`src/hw/axi_wr_pkg.sv`:
```
/*
 * AXI4 write channel fields and stream beat. Only 4-byte beats are supported;
 * the address field is sized for 32 bits and narrower designs leave upper bits zero.
 */
package axi_wr_pkg;

   // Data path is fixed at one 32-bit word per beat
   localparam int AXI_DATA_W = 32;

   // AWLEN field width
   localparam int AXI_LEN_W = 8;

   // Widest address a design may use
   localparam int AXI_ADDR_MAX_W = 32;

   // One word from the stream side
   typedef struct packed {
      logic [AXI_DATA_W-1:0] data;
   } axis_beat_t;

   // Write address channel payload, len is beats minus one
   typedef struct packed {
      logic [AXI_ADDR_MAX_W-1:0] addr;
      logic [AXI_LEN_W-1:0]      len;
   } axi_aw_t;

   // Write data channel payload
   typedef struct packed {
      logic [AXI_DATA_W-1:0] data;
      logic                  last;
   } axi_w_t;

endpackage

```
`src/hw/axis2axi_ctrl_pkg.sv`:
```
/*
 * Burst controller state encoding and stream configuration.
 * The start address must be word aligned.
 */
package axis2axi_ctrl_pkg;

   // Write sequence of the burst controller
   typedef enum logic [1:0] {
      WAIT_DATA   = 2'd0,
      START_BURST = 2'd1,
      SEND_BEATS  = 2'd2,
      WAIT_BRESP  = 2'd3
   } wr_state_e;

   // Start of a new stream
   typedef struct packed {
      logic [axi_wr_pkg::AXI_ADDR_MAX_W-1:0] addr;
   } cfg_t;

endpackage

```
`src/hw/axis_burst_fifo.sv`:
```
/*
 * Synchronous FIFO, depth 2**ADDR_W. Read data shows up one cycle after r_en_i.
 * Writes while full and reads while empty are dropped.
 */
`timescale 1ns/100ps

module axis_burst_fifo #(
   parameter int DATA_W = 32,
   parameter int ADDR_W = 3
) (
   input  logic              clk_i,
   input  logic              rst_n_i,
   input  logic              w_en_i,
   input  logic [DATA_W-1:0] w_data_i,
   output logic              full_o,
   input  logic              r_en_i,
   output logic [DATA_W-1:0] r_data_o,
   output logic              empty_o,
   output logic [ADDR_W:0]   level_o
);

   localparam int DEPTH = 2 ** ADDR_W;
   localparam logic [ADDR_W:0] FULL_LVL = (ADDR_W + 1)'(DEPTH);

   logic [DATA_W-1:0] mem [DEPTH];
   logic [ADDR_W-1:0] wr_ptr_q;
   logic [ADDR_W-1:0] rd_ptr_q;
   logic [ADDR_W:0]   level_q;
   logic              do_write;
   logic              do_read;

   assign do_write = w_en_i && !full_o;
   assign do_read  = r_en_i && !empty_o;

   assign full_o  = (level_q == FULL_LVL);
   assign empty_o = (level_q == '0);
   assign level_o = level_q;

   // Storage
   always_ff @(posedge clk_i) begin
      if (do_write) begin
         mem[wr_ptr_q] <= w_data_i;
      end
   end

   // Registered read port
   always_ff @(posedge clk_i) begin
      if (do_read) begin
         r_data_o <= mem[rd_ptr_q];
      end
   end

   always_ff @(posedge clk_i or negedge rst_n_i) begin
      if (!rst_n_i) begin
         wr_ptr_q <= '0;
         rd_ptr_q <= '0;
         level_q  <= '0;
      end else begin
         if (do_write) begin
            wr_ptr_q <= wr_ptr_q + 1'b1;
         end
         if (do_read) begin
            rd_ptr_q <= rd_ptr_q + 1'b1;
         end
         // Simultaneous read and write leaves the level unchanged
         case ({do_write, do_read})
            2'b10:   level_q <= level_q + 1'b1;
            2'b01:   level_q <= level_q - 1'b1;
            default: level_q <= level_q;
         endcase
      end
   end

endmodule

```
`src/hw/axi_burst_writer.sv`:
```
/*
 * Stream to AXI4 INCR bursts of up to 2**BURST_W beats, 4-byte size, single ID.
 * Bursts are clipped at 4 KB when AXI_ADDR_W >= 13. BRESP is not checked.
 */
`timescale 1ns/100ps

module axi_burst_writer #(
   parameter int AXI_ADDR_W = 32,
   parameter int BURST_W    = 2
) (
   input  logic                    clk_i,
   input  logic                    rst_n_i,
   input  logic                    cfg_valid_i,
   input  axis2axi_ctrl_pkg::cfg_t cfg_i,
   output logic                    cfg_ready_o,
   input  logic                    axis_valid_i,
   output logic                    axis_ready_o,
   input  axi_wr_pkg::axis_beat_t  axis_i,
   output logic                    aw_valid_o,
   output axi_wr_pkg::axi_aw_t     aw_o,
   input  logic                    aw_ready_i,
   output logic                    w_valid_o,
   output axi_wr_pkg::axi_w_t      w_o,
   input  logic                    w_ready_i,
   input  logic                    b_valid_i
);

   import axi_wr_pkg::*;
   import axis2axi_ctrl_pkg::*;

   // Room for two full bursts
   localparam int FIFO_ADDR_W = BURST_W + 1;
   localparam logic [FIFO_ADDR_W:0] FULL_BURST = (FIFO_ADDR_W + 1)'(2 ** BURST_W);

   wr_state_e              state_q;
   wr_state_e              state_d;
   logic [AXI_ADDR_W-1:0]  addr_q;
   logic [BURST_W:0]       len_q;
   logic [BURST_W:0]       beat_q;
   logic [BURST_W:0]       n_beats;
   logic [BURST_W:0]       burst_size;
   logic [FIFO_ADDR_W:0]   fill_size;
   logic [FIFO_ADDR_W:0]   fifo_level;
   logic [AXI_DATA_W-1:0]  fifo_data;
   logic                   fifo_empty;
   logic                   fifo_full;
   logic                   full_burst_ok;
   logic                   tail_burst_ok;
   logic                   start_burst;
   logic                   w_hs;
   logic                   w_last;
   logic                   fifo_rd;

   assign full_burst_ok = (fifo_level >= FULL_BURST);
   // Stream idle with a partial burst waiting
   assign tail_burst_ok = (fifo_level != '0) && !full_burst_ok && !axis_valid_i;
   assign start_burst   = (state_q == WAIT_DATA) && (full_burst_ok || tail_burst_ok);

   assign fill_size = full_burst_ok ? FULL_BURST : fifo_level;

   generate
      if (AXI_ADDR_W >= 13) begin : g_4k_clip
         logic [12:0] bytes_left;
         logic [10:0] words_left;

         assign bytes_left = 13'h1000 - {1'b0, addr_q[11:0]};
         assign words_left = bytes_left[12:2];

         always_comb begin
            burst_size = fill_size[BURST_W:0];
            if (32'(words_left) < 32'(fill_size)) begin
               burst_size = words_left[BURST_W:0];
            end
         end
      end else begin : g_no_clip
         // Address space smaller than one 4 KB page
         assign burst_size = fill_size[BURST_W:0];
      end
   endgenerate

   assign w_hs    = w_valid_o && w_ready_i;
   assign w_last  = (beat_q == len_q);
   assign n_beats = len_q + 1'b1;

   // First word is prefetched at burst start, then one read per beat but the last
   assign fifo_rd = start_burst || (w_hs && !w_last);

   assign aw_valid_o = (state_q == START_BURST);
   assign aw_o.addr  = AXI_ADDR_MAX_W'(addr_q);
   assign aw_o.len   = AXI_LEN_W'(len_q);

   // The burst never exceeds the FIFO level, so data is always available
   assign w_valid_o = (state_q == SEND_BEATS);
   assign w_o.data  = fifo_data;
   assign w_o.last  = w_last;

   assign axis_ready_o = !fifo_full;
   assign cfg_ready_o  = fifo_empty && (state_q == WAIT_DATA);

   always_comb begin
      state_d = state_q;
      case (state_q)
         WAIT_DATA: begin
            if (start_burst) begin
               state_d = START_BURST;
            end
         end
         START_BURST: begin
            if (aw_ready_i) begin
               state_d = SEND_BEATS;
            end
         end
         SEND_BEATS: begin
            if (w_hs && w_last) begin
               state_d = WAIT_BRESP;
            end
         end
         WAIT_BRESP: begin
            if (b_valid_i) begin
               state_d = WAIT_DATA;
            end
         end
         default: state_d = WAIT_DATA;
      endcase
   end

   always_ff @(posedge clk_i or negedge rst_n_i) begin
      if (!rst_n_i) begin
         state_q <= WAIT_DATA;
         addr_q  <= '0;
         len_q   <= '0;
         beat_q  <= '0;
      end else begin
         state_q <= state_d;
         if (cfg_valid_i && cfg_ready_o) begin
            addr_q <= cfg_i.addr[AXI_ADDR_W-1:0];
         end else if (w_hs && w_last) begin
            // Advance by 4 bytes per beat just sent
            addr_q <= addr_q + AXI_ADDR_W'({n_beats, 2'b00});
         end
         if (start_burst) begin
            len_q <= burst_size - 1'b1;
         end
         if (state_q == WAIT_DATA) begin
            beat_q <= '0;
         end else if (w_hs) begin
            beat_q <= beat_q + 1'b1;
         end
      end
   end

   axis_burst_fifo #(
      .DATA_W(AXI_DATA_W),
      .ADDR_W(FIFO_ADDR_W)
   ) u_fifo (
      .clk_i   (clk_i),
      .rst_n_i (rst_n_i),
      .w_en_i  (axis_valid_i),
      .w_data_i(axis_i.data),
      .full_o  (fifo_full),
      .r_en_i  (fifo_rd),
      .r_data_o(fifo_data),
      .empty_o (fifo_empty),
      .level_o (fifo_level)
   );

endmodule

```
`src/hw/axis2axi_in_top.sv`:
```
/*
 * Stream to AXI4 write bridge. Memory side sees ID 0, INCR, 4-byte beats, full
 * strobes and BREADY tied high. Raise cfg_valid_i only while cfg_ready_o is high.
 */
`timescale 1ns/100ps

module axis2axi_in_top #(
   parameter int AXI_ADDR_W = 32,
   parameter int BURST_W    = 2
) (
   input  logic                    clk_i,
   input  logic                    rst_n_i,
   input  logic                    cfg_valid_i,
   input  axis2axi_ctrl_pkg::cfg_t cfg_i,
   output logic                    cfg_ready_o,
   input  logic                    axis_valid_i,
   output logic                    axis_ready_o,
   input  axi_wr_pkg::axis_beat_t  axis_i,
   output logic                    aw_valid_o,
   output axi_wr_pkg::axi_aw_t     aw_o,
   input  logic                    aw_ready_i,
   output logic                    w_valid_o,
   output axi_wr_pkg::axi_w_t      w_o,
   input  logic                    w_ready_i,
   input  logic                    b_valid_i
);

   axi_burst_writer #(
      .AXI_ADDR_W(AXI_ADDR_W),
      .BURST_W   (BURST_W)
   ) u_writer (
      .clk_i       (clk_i),
      .rst_n_i     (rst_n_i),
      .cfg_valid_i (cfg_valid_i),
      .cfg_i       (cfg_i),
      .cfg_ready_o (cfg_ready_o),
      .axis_valid_i(axis_valid_i),
      .axis_ready_o(axis_ready_o),
      .axis_i      (axis_i),
      .aw_valid_o  (aw_valid_o),
      .aw_o        (aw_o),
      .aw_ready_i  (aw_ready_i),
      .w_valid_o   (w_valid_o),
      .w_o         (w_o),
      .w_ready_i   (w_ready_i),
      .b_valid_i   (b_valid_i)
   );

endmodule

```
`config.mk`:
```
export PLATFORM = sky130hd
export DESIGN_NAME = axis2axi_in_top
export DESIGN_NICKNAME = d
export VERILOG_FILES = /design/src/hw/axi_wr_pkg.sv /design/src/hw/axis2axi_ctrl_pkg.sv /design/src/hw/axis_burst_fifo.sv /design/src/hw/axi_burst_writer.sv /design/src/hw/axis2axi_in_top.sv
export SDC_FILE = /design/constraint.sdc
export NUM_CORES = 1
export LEC_CHECK = 0
export ABC_AREA = 1
export CAP_MARGIN = 10
export CELL_PAD_IN_SITES_DETAIL_PLACEMENT = 0
export CELL_PAD_IN_SITES_GLOBAL_PLACEMENT = 1
export CORE_UTILIZATION = 35
export DETAILED_ROUTE_END_ITERATION = 10
export DONT_BUFFER_PORTS = 1
export GPL_ROUTABILITY_DRIVEN = 0
export GPL_TIMING_DRIVEN = 0
export MAX_ROUTING_LAYER = met4
export PLACE_DENSITY_LB_ADDON = 0.2
export SKIP_LAST_GASP = 1
export SYNTH_ARGS = -nofsm -noshare
export SYNTH_HDL_FRONTEND = slang
export SYNTH_SLANG_ARGS = --single-unit
```
`constraint.sdc`:
```
create_clock -name clk_i -period 4.36 [get_ports clk_i]
set_input_delay 0.218 -clock clk_i [delete_from_list [all_inputs] [get_ports clk_i]]
set_output_delay 0.218 -clock clk_i [all_outputs]
set_load 0.02 [all_outputs]
```
== Word level (Yosys, flattened, before mapping) ==
Memory sizes are Yosys's and may differ from the RTL's. A register that Yosys moved wholly into a read port is not among the register bits.
Index checks and enable logic that the tools add are counted.
Operators by class
  add/sub/neg operators: 9
  bitwise logic cells: 0
  multipliers: 0
  magnitude comparators: 2
  eq/ne operators: 11
  muxes and demuxes: 14
  div/mod/pow operators: 0
  reductions and logical operators: 24
  shift operators: 0
Operator list (count)
  32-bit two-way mux: 2
  32-bit by 5-bit adder with 32-bit output: 1
  13-bit by 12-bit subtractor with 13-bit output (first input constant): 1
  3-bit by 1-bit adder with 3-bit output (second input constant): 4
  11-bit by 4-bit < comparator with 1-bit output: 1
  1-bit logical AND: 10
  3-bit two-way mux: 3
  2-bit two-way mux: 4
  2-bit case mux with 4 select lines: 1
  4-bit case mux with 2 select lines: 1
  2-bit == test (second input constant): 3
  2-bit nonzero test: 3
  1-bit logical NOT: 5
  4-bit by 1-bit adder with 4-bit output (second input constant): 1
  2-bit by 1-bit == test with 1-bit output (second input constant): 2
  4-bit == test (second input constant): 1
  4-bit by 3-bit greater-or-equal comparator with 1-bit output (second input constant): 1
  4-bit logical NOT: 1
  4-bit two-way mux: 1
  2-bit by 1-bit != test with 1-bit output (second input constant): 2
  2-bit != test (second input constant): 2
  4-bit AND reduction: 1
  4-bit nonzero test: 1
  4-bit by 1-bit subtractor with 4-bit output (second input constant): 1
  5 further kinds: 7
Word-level totals
  logic and storage cells: 68
  memory bits (read-only): 0
  memory bits (writable): 256
  latch bits: 0
  input bits: 71
  output and inout bits: 77
  memories: 1
  flip-flop bits (word level): 50
Memories
  u_writer.u_fifo.mem: words 8, width 32, read ports 1, clocked after Yosys merged registers in 1, wr ports 1, line axis_burst_fifo.sv:25  | logic [DATA_W-1:0] mem [DEPTH];

== Depth between registers and ports, before layout ==
  word-level depth: 10
  depth in mapped cells: 20
  mapped depth without buffers: 20

== By module ==
A second synthesis with hierarchy kept.
Second synthesis, totals
  cell total of the unflattened synthesis: 1677
  area total of the unflattened synthesis: 15722.6 µm²
Modules (own cells, without submodules)
  axis_burst_fifo: sequential area each 8898.5 µm², times used 1, cells an instance 1219, area each 12605.8 µm²
  axi_burst_writer: sequential area each 1001.0 µm², times used 1, cells an instance 458, area each 3116.7 µm²

== Worst setup path after synthesis ==
OpenSTA, ideal clock, no wires.
  kind: flip-flop to flip-flop
  from: register u_writer.state_q[0]
  to: register u_writer.u_fifo.level_q[3], in the netlist u_writer.u_fifo.level_o[3]
  arrival: 3.166 ns
  setup time: 0.121 ns
  buffers on the path: 0
  period minus slack after synthesis: 3.288 ns
  slack: 1.072 ns
  stages on the path, launching flop included: 16
  data required time: 4.239 ns
  path through: dfrtp_1 > inv_1 > ha_1 > nand2_1 > inv_1 > nand3_1 > nand2_1 > ha_1 > ha_1 > nand2_1 > nor2_1 > a211oi_1 > nor2_1 > nor2_1 > nand2_1 > xor2_1
On the way
  word-level cells in the longest chain between the ends: 7
  elaborated cells on any way between the ends: 11
  those cells by class: eq/ne: 3; mux: 1; reduce/logical: 7
RTL lines
  start, declared: line axi_burst_writer.sv:35  | wr_state_e state_q;
  start signal, assigned: line axi_burst_writer.sv:134  | state_q <= state_d;
  2-bit == test *: line axi_burst_writer.sv:93  | assign w_valid_o = (state_q == SEND_BEATS);
  named net w_valid_o: line axis2axi_in_top.sv:22  | output logic w_valid_o,
  1-bit logical AND *: line axi_burst_writer.sv:81  | assign w_hs = w_valid_o && w_ready_i;
  1-bit logical AND *: line axi_burst_writer.sv:86  | assign fifo_rd = start_burst || (w_hs && !w_last);
  1-bit logical OR *: line axi_burst_writer.sv:86
  1-bit logical AND *: line axis_burst_fifo.sv:33  | assign do_read = r_en_i && !empty_o;
  named net u_writer.u_fifo.do_read: line axis_burst_fifo.sv:30  | logic do_read;
  2-bit by 1-bit == test with 1-bit output / 2-bit == test (equally long branches): line axis_burst_fifo.sv:66  | case ({do_write, do_read})
  4-bit case mux with 2 select lines / 2-bit nonzero test (equally long branches)
  end signal, assigned: line axis_burst_fifo.sv:67  | 2'b10: level_q <= level_q + 1'b1;
  end signal, assigned: line axis_burst_fifo.sv:68  | 2'b01: level_q <= level_q - 1'b1;
  end signal, assigned: line axis_burst_fifo.sv:69  | default: level_q <= level_q;
  end, declared: line axis_burst_fifo.sv:28  | logic [ADDR_W:0] level_q;
The timed path passes the listed nets; every way through them passes the cells marked *.
A chain may end at the register's enable or synchronous reset.

== Worst setup path in the final report ==
Ends and elaborated chain as after synthesis.

==> flow_summary.yaml <==
cells_and_area:
  drive_above_1_share: 0.0934
  nets: 1486
  fin_util: 0.432
  syn2layout_area_growth_pct: 20.5
  fin_area_um2: 17400
  nFillCells: 3788
route:
  post-route-drc-count: 0
  wirelength_um: 38700
  ant_nets: 0
  dr.pass1.iters: 5
  viasPerCell: 5.03
  detail_route.wl_per_cell_um: 19.8
  drt_iter0_drc: 709
  vias: 9809
die:
  fp.coreArea_um2: 40200
  num_rows: 73
  io_pins: 148
  die-area_um2: 42000
  initial_core_util: 0.359
  die_w_um: 205
  dieHeight_um: 205
clocking:
  cts_buffers: 40
  post_cts_resized: 0
  cts_tree: "done"
  post_cts_buffers: 0
  clock-sinks: 338
  root_buffer: "clkbuf_16"
  clk_pin_slew_ps: 60
  clock_path_buffers: 3
  htreeDepth: 2
  clock_latency_ps: 560
setup_path:
  slowest_delay_ps: 420
  cp-endpoint: "u_writer.u_fifo.level_o[3]"
  worst-setup-path-type: "flip-flop to flip-flop"
  crit_path_start_kind: "flip-flop"
  reg2reg_to: "u_writer.u_fifo.level_o[3]"
  r2r_slack_ps: 1110
  cpMaxStageDelayCell: "dfrtp_1"
  crit_cells: 16
  cp-end-kind: "flip-flop"
  crit_arrival_ps: 3680
  path_cells: "inv_1 > ha_1 > nand2_1 > inv_1 > nand3_1 > nand2_2 > buf_12 > ha_1 > ha_1 > nand2_1 > nor2_1 > a211oi_1 > nor2_1 > nor2_1 > nand2_1 > xor2_1"
  reg2reg_from: "u_writer.state_q[0]"
  path_delay_family: "simple AND/OR/NAND/NOR gates"
  cp_num_buf_inv: 3
  critPathLaunch: "u_writer.state_q[0]"
  cp_max_fo: 26
  critPathRequiredTime_ps: 4790
  reg2reg_depth: 16
timing:
  setup_tns_ps: 0
  setup_viol: 0
  period_share: 0.744
  grt_setup_unrepaired: "no"
  fin_skew_ps: 22.5
  hold_viol: 0
  max_slew_margin: 0.521
  maxSlewViolCount: 0
  post-route-min-period_ps: 3250
  worst_pin_slew_ps: 719
  max_freq_mhz: 308
synth:
  ys_types: 40
  synth.top_cell.area_share: 0.600
  synth_compound_area_frac: 0.101
  synth_sequential_area_ratio: 0.686
  syn-instance-count: 1271
  synth_top_family_by_area: "simple AND/OR/NAND/NOR gates"
  synth_warnings: 0
  avgSynthCellArea_um2: 11.3
  synthXorXnorAreaFrac: 0.0109
  synthTopCellsByArea: "edfxtp_1 (60%), dfrtp_1 (8.7%), nor2_1 (7.6%)"
  yosysTopAreaCell: "edfxtp_1"
  synth-simple-area-share: 0.145
  synth_fa_ha_area_frac: 0.0184
  syn_area_um2: 14400
  muxShareOfSynthArea: 0
  ys_ff_latch: 338
power:
  powerDensity_nw_per_um2: 736
  p_leak_nw: 6.20
  peakVddDrop_v: 0.000426
placed_design:
  dpl-instance-area_um2: 15400
  dp_hpwl_um: 25400
  portBuffers: 0
min_path:
  hp-class: "primary input to flip-flop"
global_route:
  grt_pass1_vias: 9824
  grt_pass1_wl_um: 59100
  grt-ovfl-total: 0
  grt_max_degree: 51
  antenna_found_initial: 3
  grtUsageTotal: 0.195
flow_run:
  max_cap_viol_count: 0
outcome:
  outcome: "finished, final reports clean"
## Yosys cell counts (all sizes together)
cell type / count
clkbuf: 36
xnor2: 4
nand2: 133
buf: 31
o21ai: 165
fa: 2
conb: 2
nor3: 19
nor3b: 2
or2: 5
a21oi: 12
nor2: 295
nand3: 36
inv: 61
ha: 18
a211oi: 4
xor2: 14
o22ai: 38
dfrtp: 50
nor4: 1
edfxtp: 288
nand4: 10
o21a: 1
a31oi: 38
o211ai: 6
## kinds of logic after synthesis
logic type,Yosys count
AND/OR/NAND/NOR,501
flip-flops,338
AO/OA/AOI/OAI,264
buffers and inverters,128
adder cells (fa/ha/maj),20
XOR/XNOR,18
other,2
## cell usage in the layout, fill, tap and decap left out, drive strengths merged, types with 2 or more instances in the layout
master         n
o211ai         6
diode          3
edfxtp       288
ha            18
nand4         10
bufinv         5
buf           41
dfrtp         50
o21ai        165
nor3b          2
conb           6
a211oi         4
nand3         36
xnor2          4
dlygate4sd3   68
a21oi         12
nor2         295
xor2          14
or2            5
fa             2
nor3          19
a31oi         38
inv           64
clkinv        12
o22ai         38
nand2        133
clkbuf        87
## worst reg2reg max path: stages (launching register included)
cell	delay (ps)
dfrtp_1	420
inv_1	100
ha_1	350
nand2_1	220
inv_1	120
nand3_1	110
nand2_2	360
buf_12	250
ha_1	230
ha_1	270
nand2_1	80
nor2_1	40
a211oi_1	240
nor2_1	70
nor2_1	80
nand2_1	60
xor2_1	140
## repair_timing
item	4_1_cts	5_1_grt
hold buffers	69	0
setup endpoints to repair	0	0
endpoints found under the hold margin	342	0
## state kept, by name (all words and copies together) (netlist names)
register / count
u_writer.u_fifo.wr_ptr_q: 3
u_writer.u_fifo.level_o: 4
u_writer.u_fifo.mem: 256
u_writer.len_q: 3
u_writer.u_fifo.r_data_o: 32
u_writer.state_q: 2
u_writer.u_fifo.rd_ptr_q: 3
u_writer.addr_q: 32
u_writer.beat_q: 3
## final cells by class
| type | instances | area [um^2] | area share |
|---|---|---|---|
| antenna | 3 | 7.51 | 0.000432 |
| buffer | 67 | 320 | 0.0184 |
| clock buffer | 51 | 1060 | 0.0612 |
| clock inverter | 20 | 248 | 0.0143 |
| inverter | 61 | 229 | 0.0132 |
| multi-input combinational | 809 | 4050 | 0.233 |
| sequential | 338 | 9900 | 0.570 |
| tap | 525 | 657 | 0.0378 |
| timing repair buffer | 78 | 903 | 0.0520 |
## per-layer routing
layer | up-vias | track usage | wire length, um
met4 | 0 | 0.0497 | 708
met2 | 258 | 0.327 | 19000
met1 | 4765 | 0.239 | 17000
met5 | - | - | 0
li1 | 4735 | - | -
met3 | 51 | 0.0401 | 2000
## worst min-delay path by stage
stage,slack [ps],start,end,depth (start not counted)
final,30,cfg_valid_i,u_writer.addr_q[18],4
after global routing,50,cfg_valid_i,u_writer.addr_q[18],4
after CTS,6,cfg_valid_i,u_writer.addr_q[18],4
after detailed placement,-80,rst_n_i,u_writer.beat_q[0],0
after global placement,-80,rst_n_i,u_writer.beat_q[0],0
after floorplan,-80,rst_n_i,u_writer.addr_q[0],0
## per-stage QoR
step | hold WS [ps] | cells | setup WS (ps) | total power (W)
floorplan | -77.6 | 1275 | 1070 | 0.00791
global placement | -75.6 | 1800 | -239 | 0.00933
detailed placement | -76.0 | 1809 | 1060 | 0.00948
CTS | 6.01 | 1949 | 1030 | 0.0130
global route | 45.7 | 1952 | 826 | 0.0136
finish | 30.5 | 1952 | 1110 | 0.0128
## report_power, final
part	internal (W)	total [W]	switching [W]
clock network	0.00203	0.00336	0.00132
registers	0.00442	0.00527	0.000856
logic	0.00129	0.00415	0.00286
Note: power is estimated with default switching activity, not from simulation.
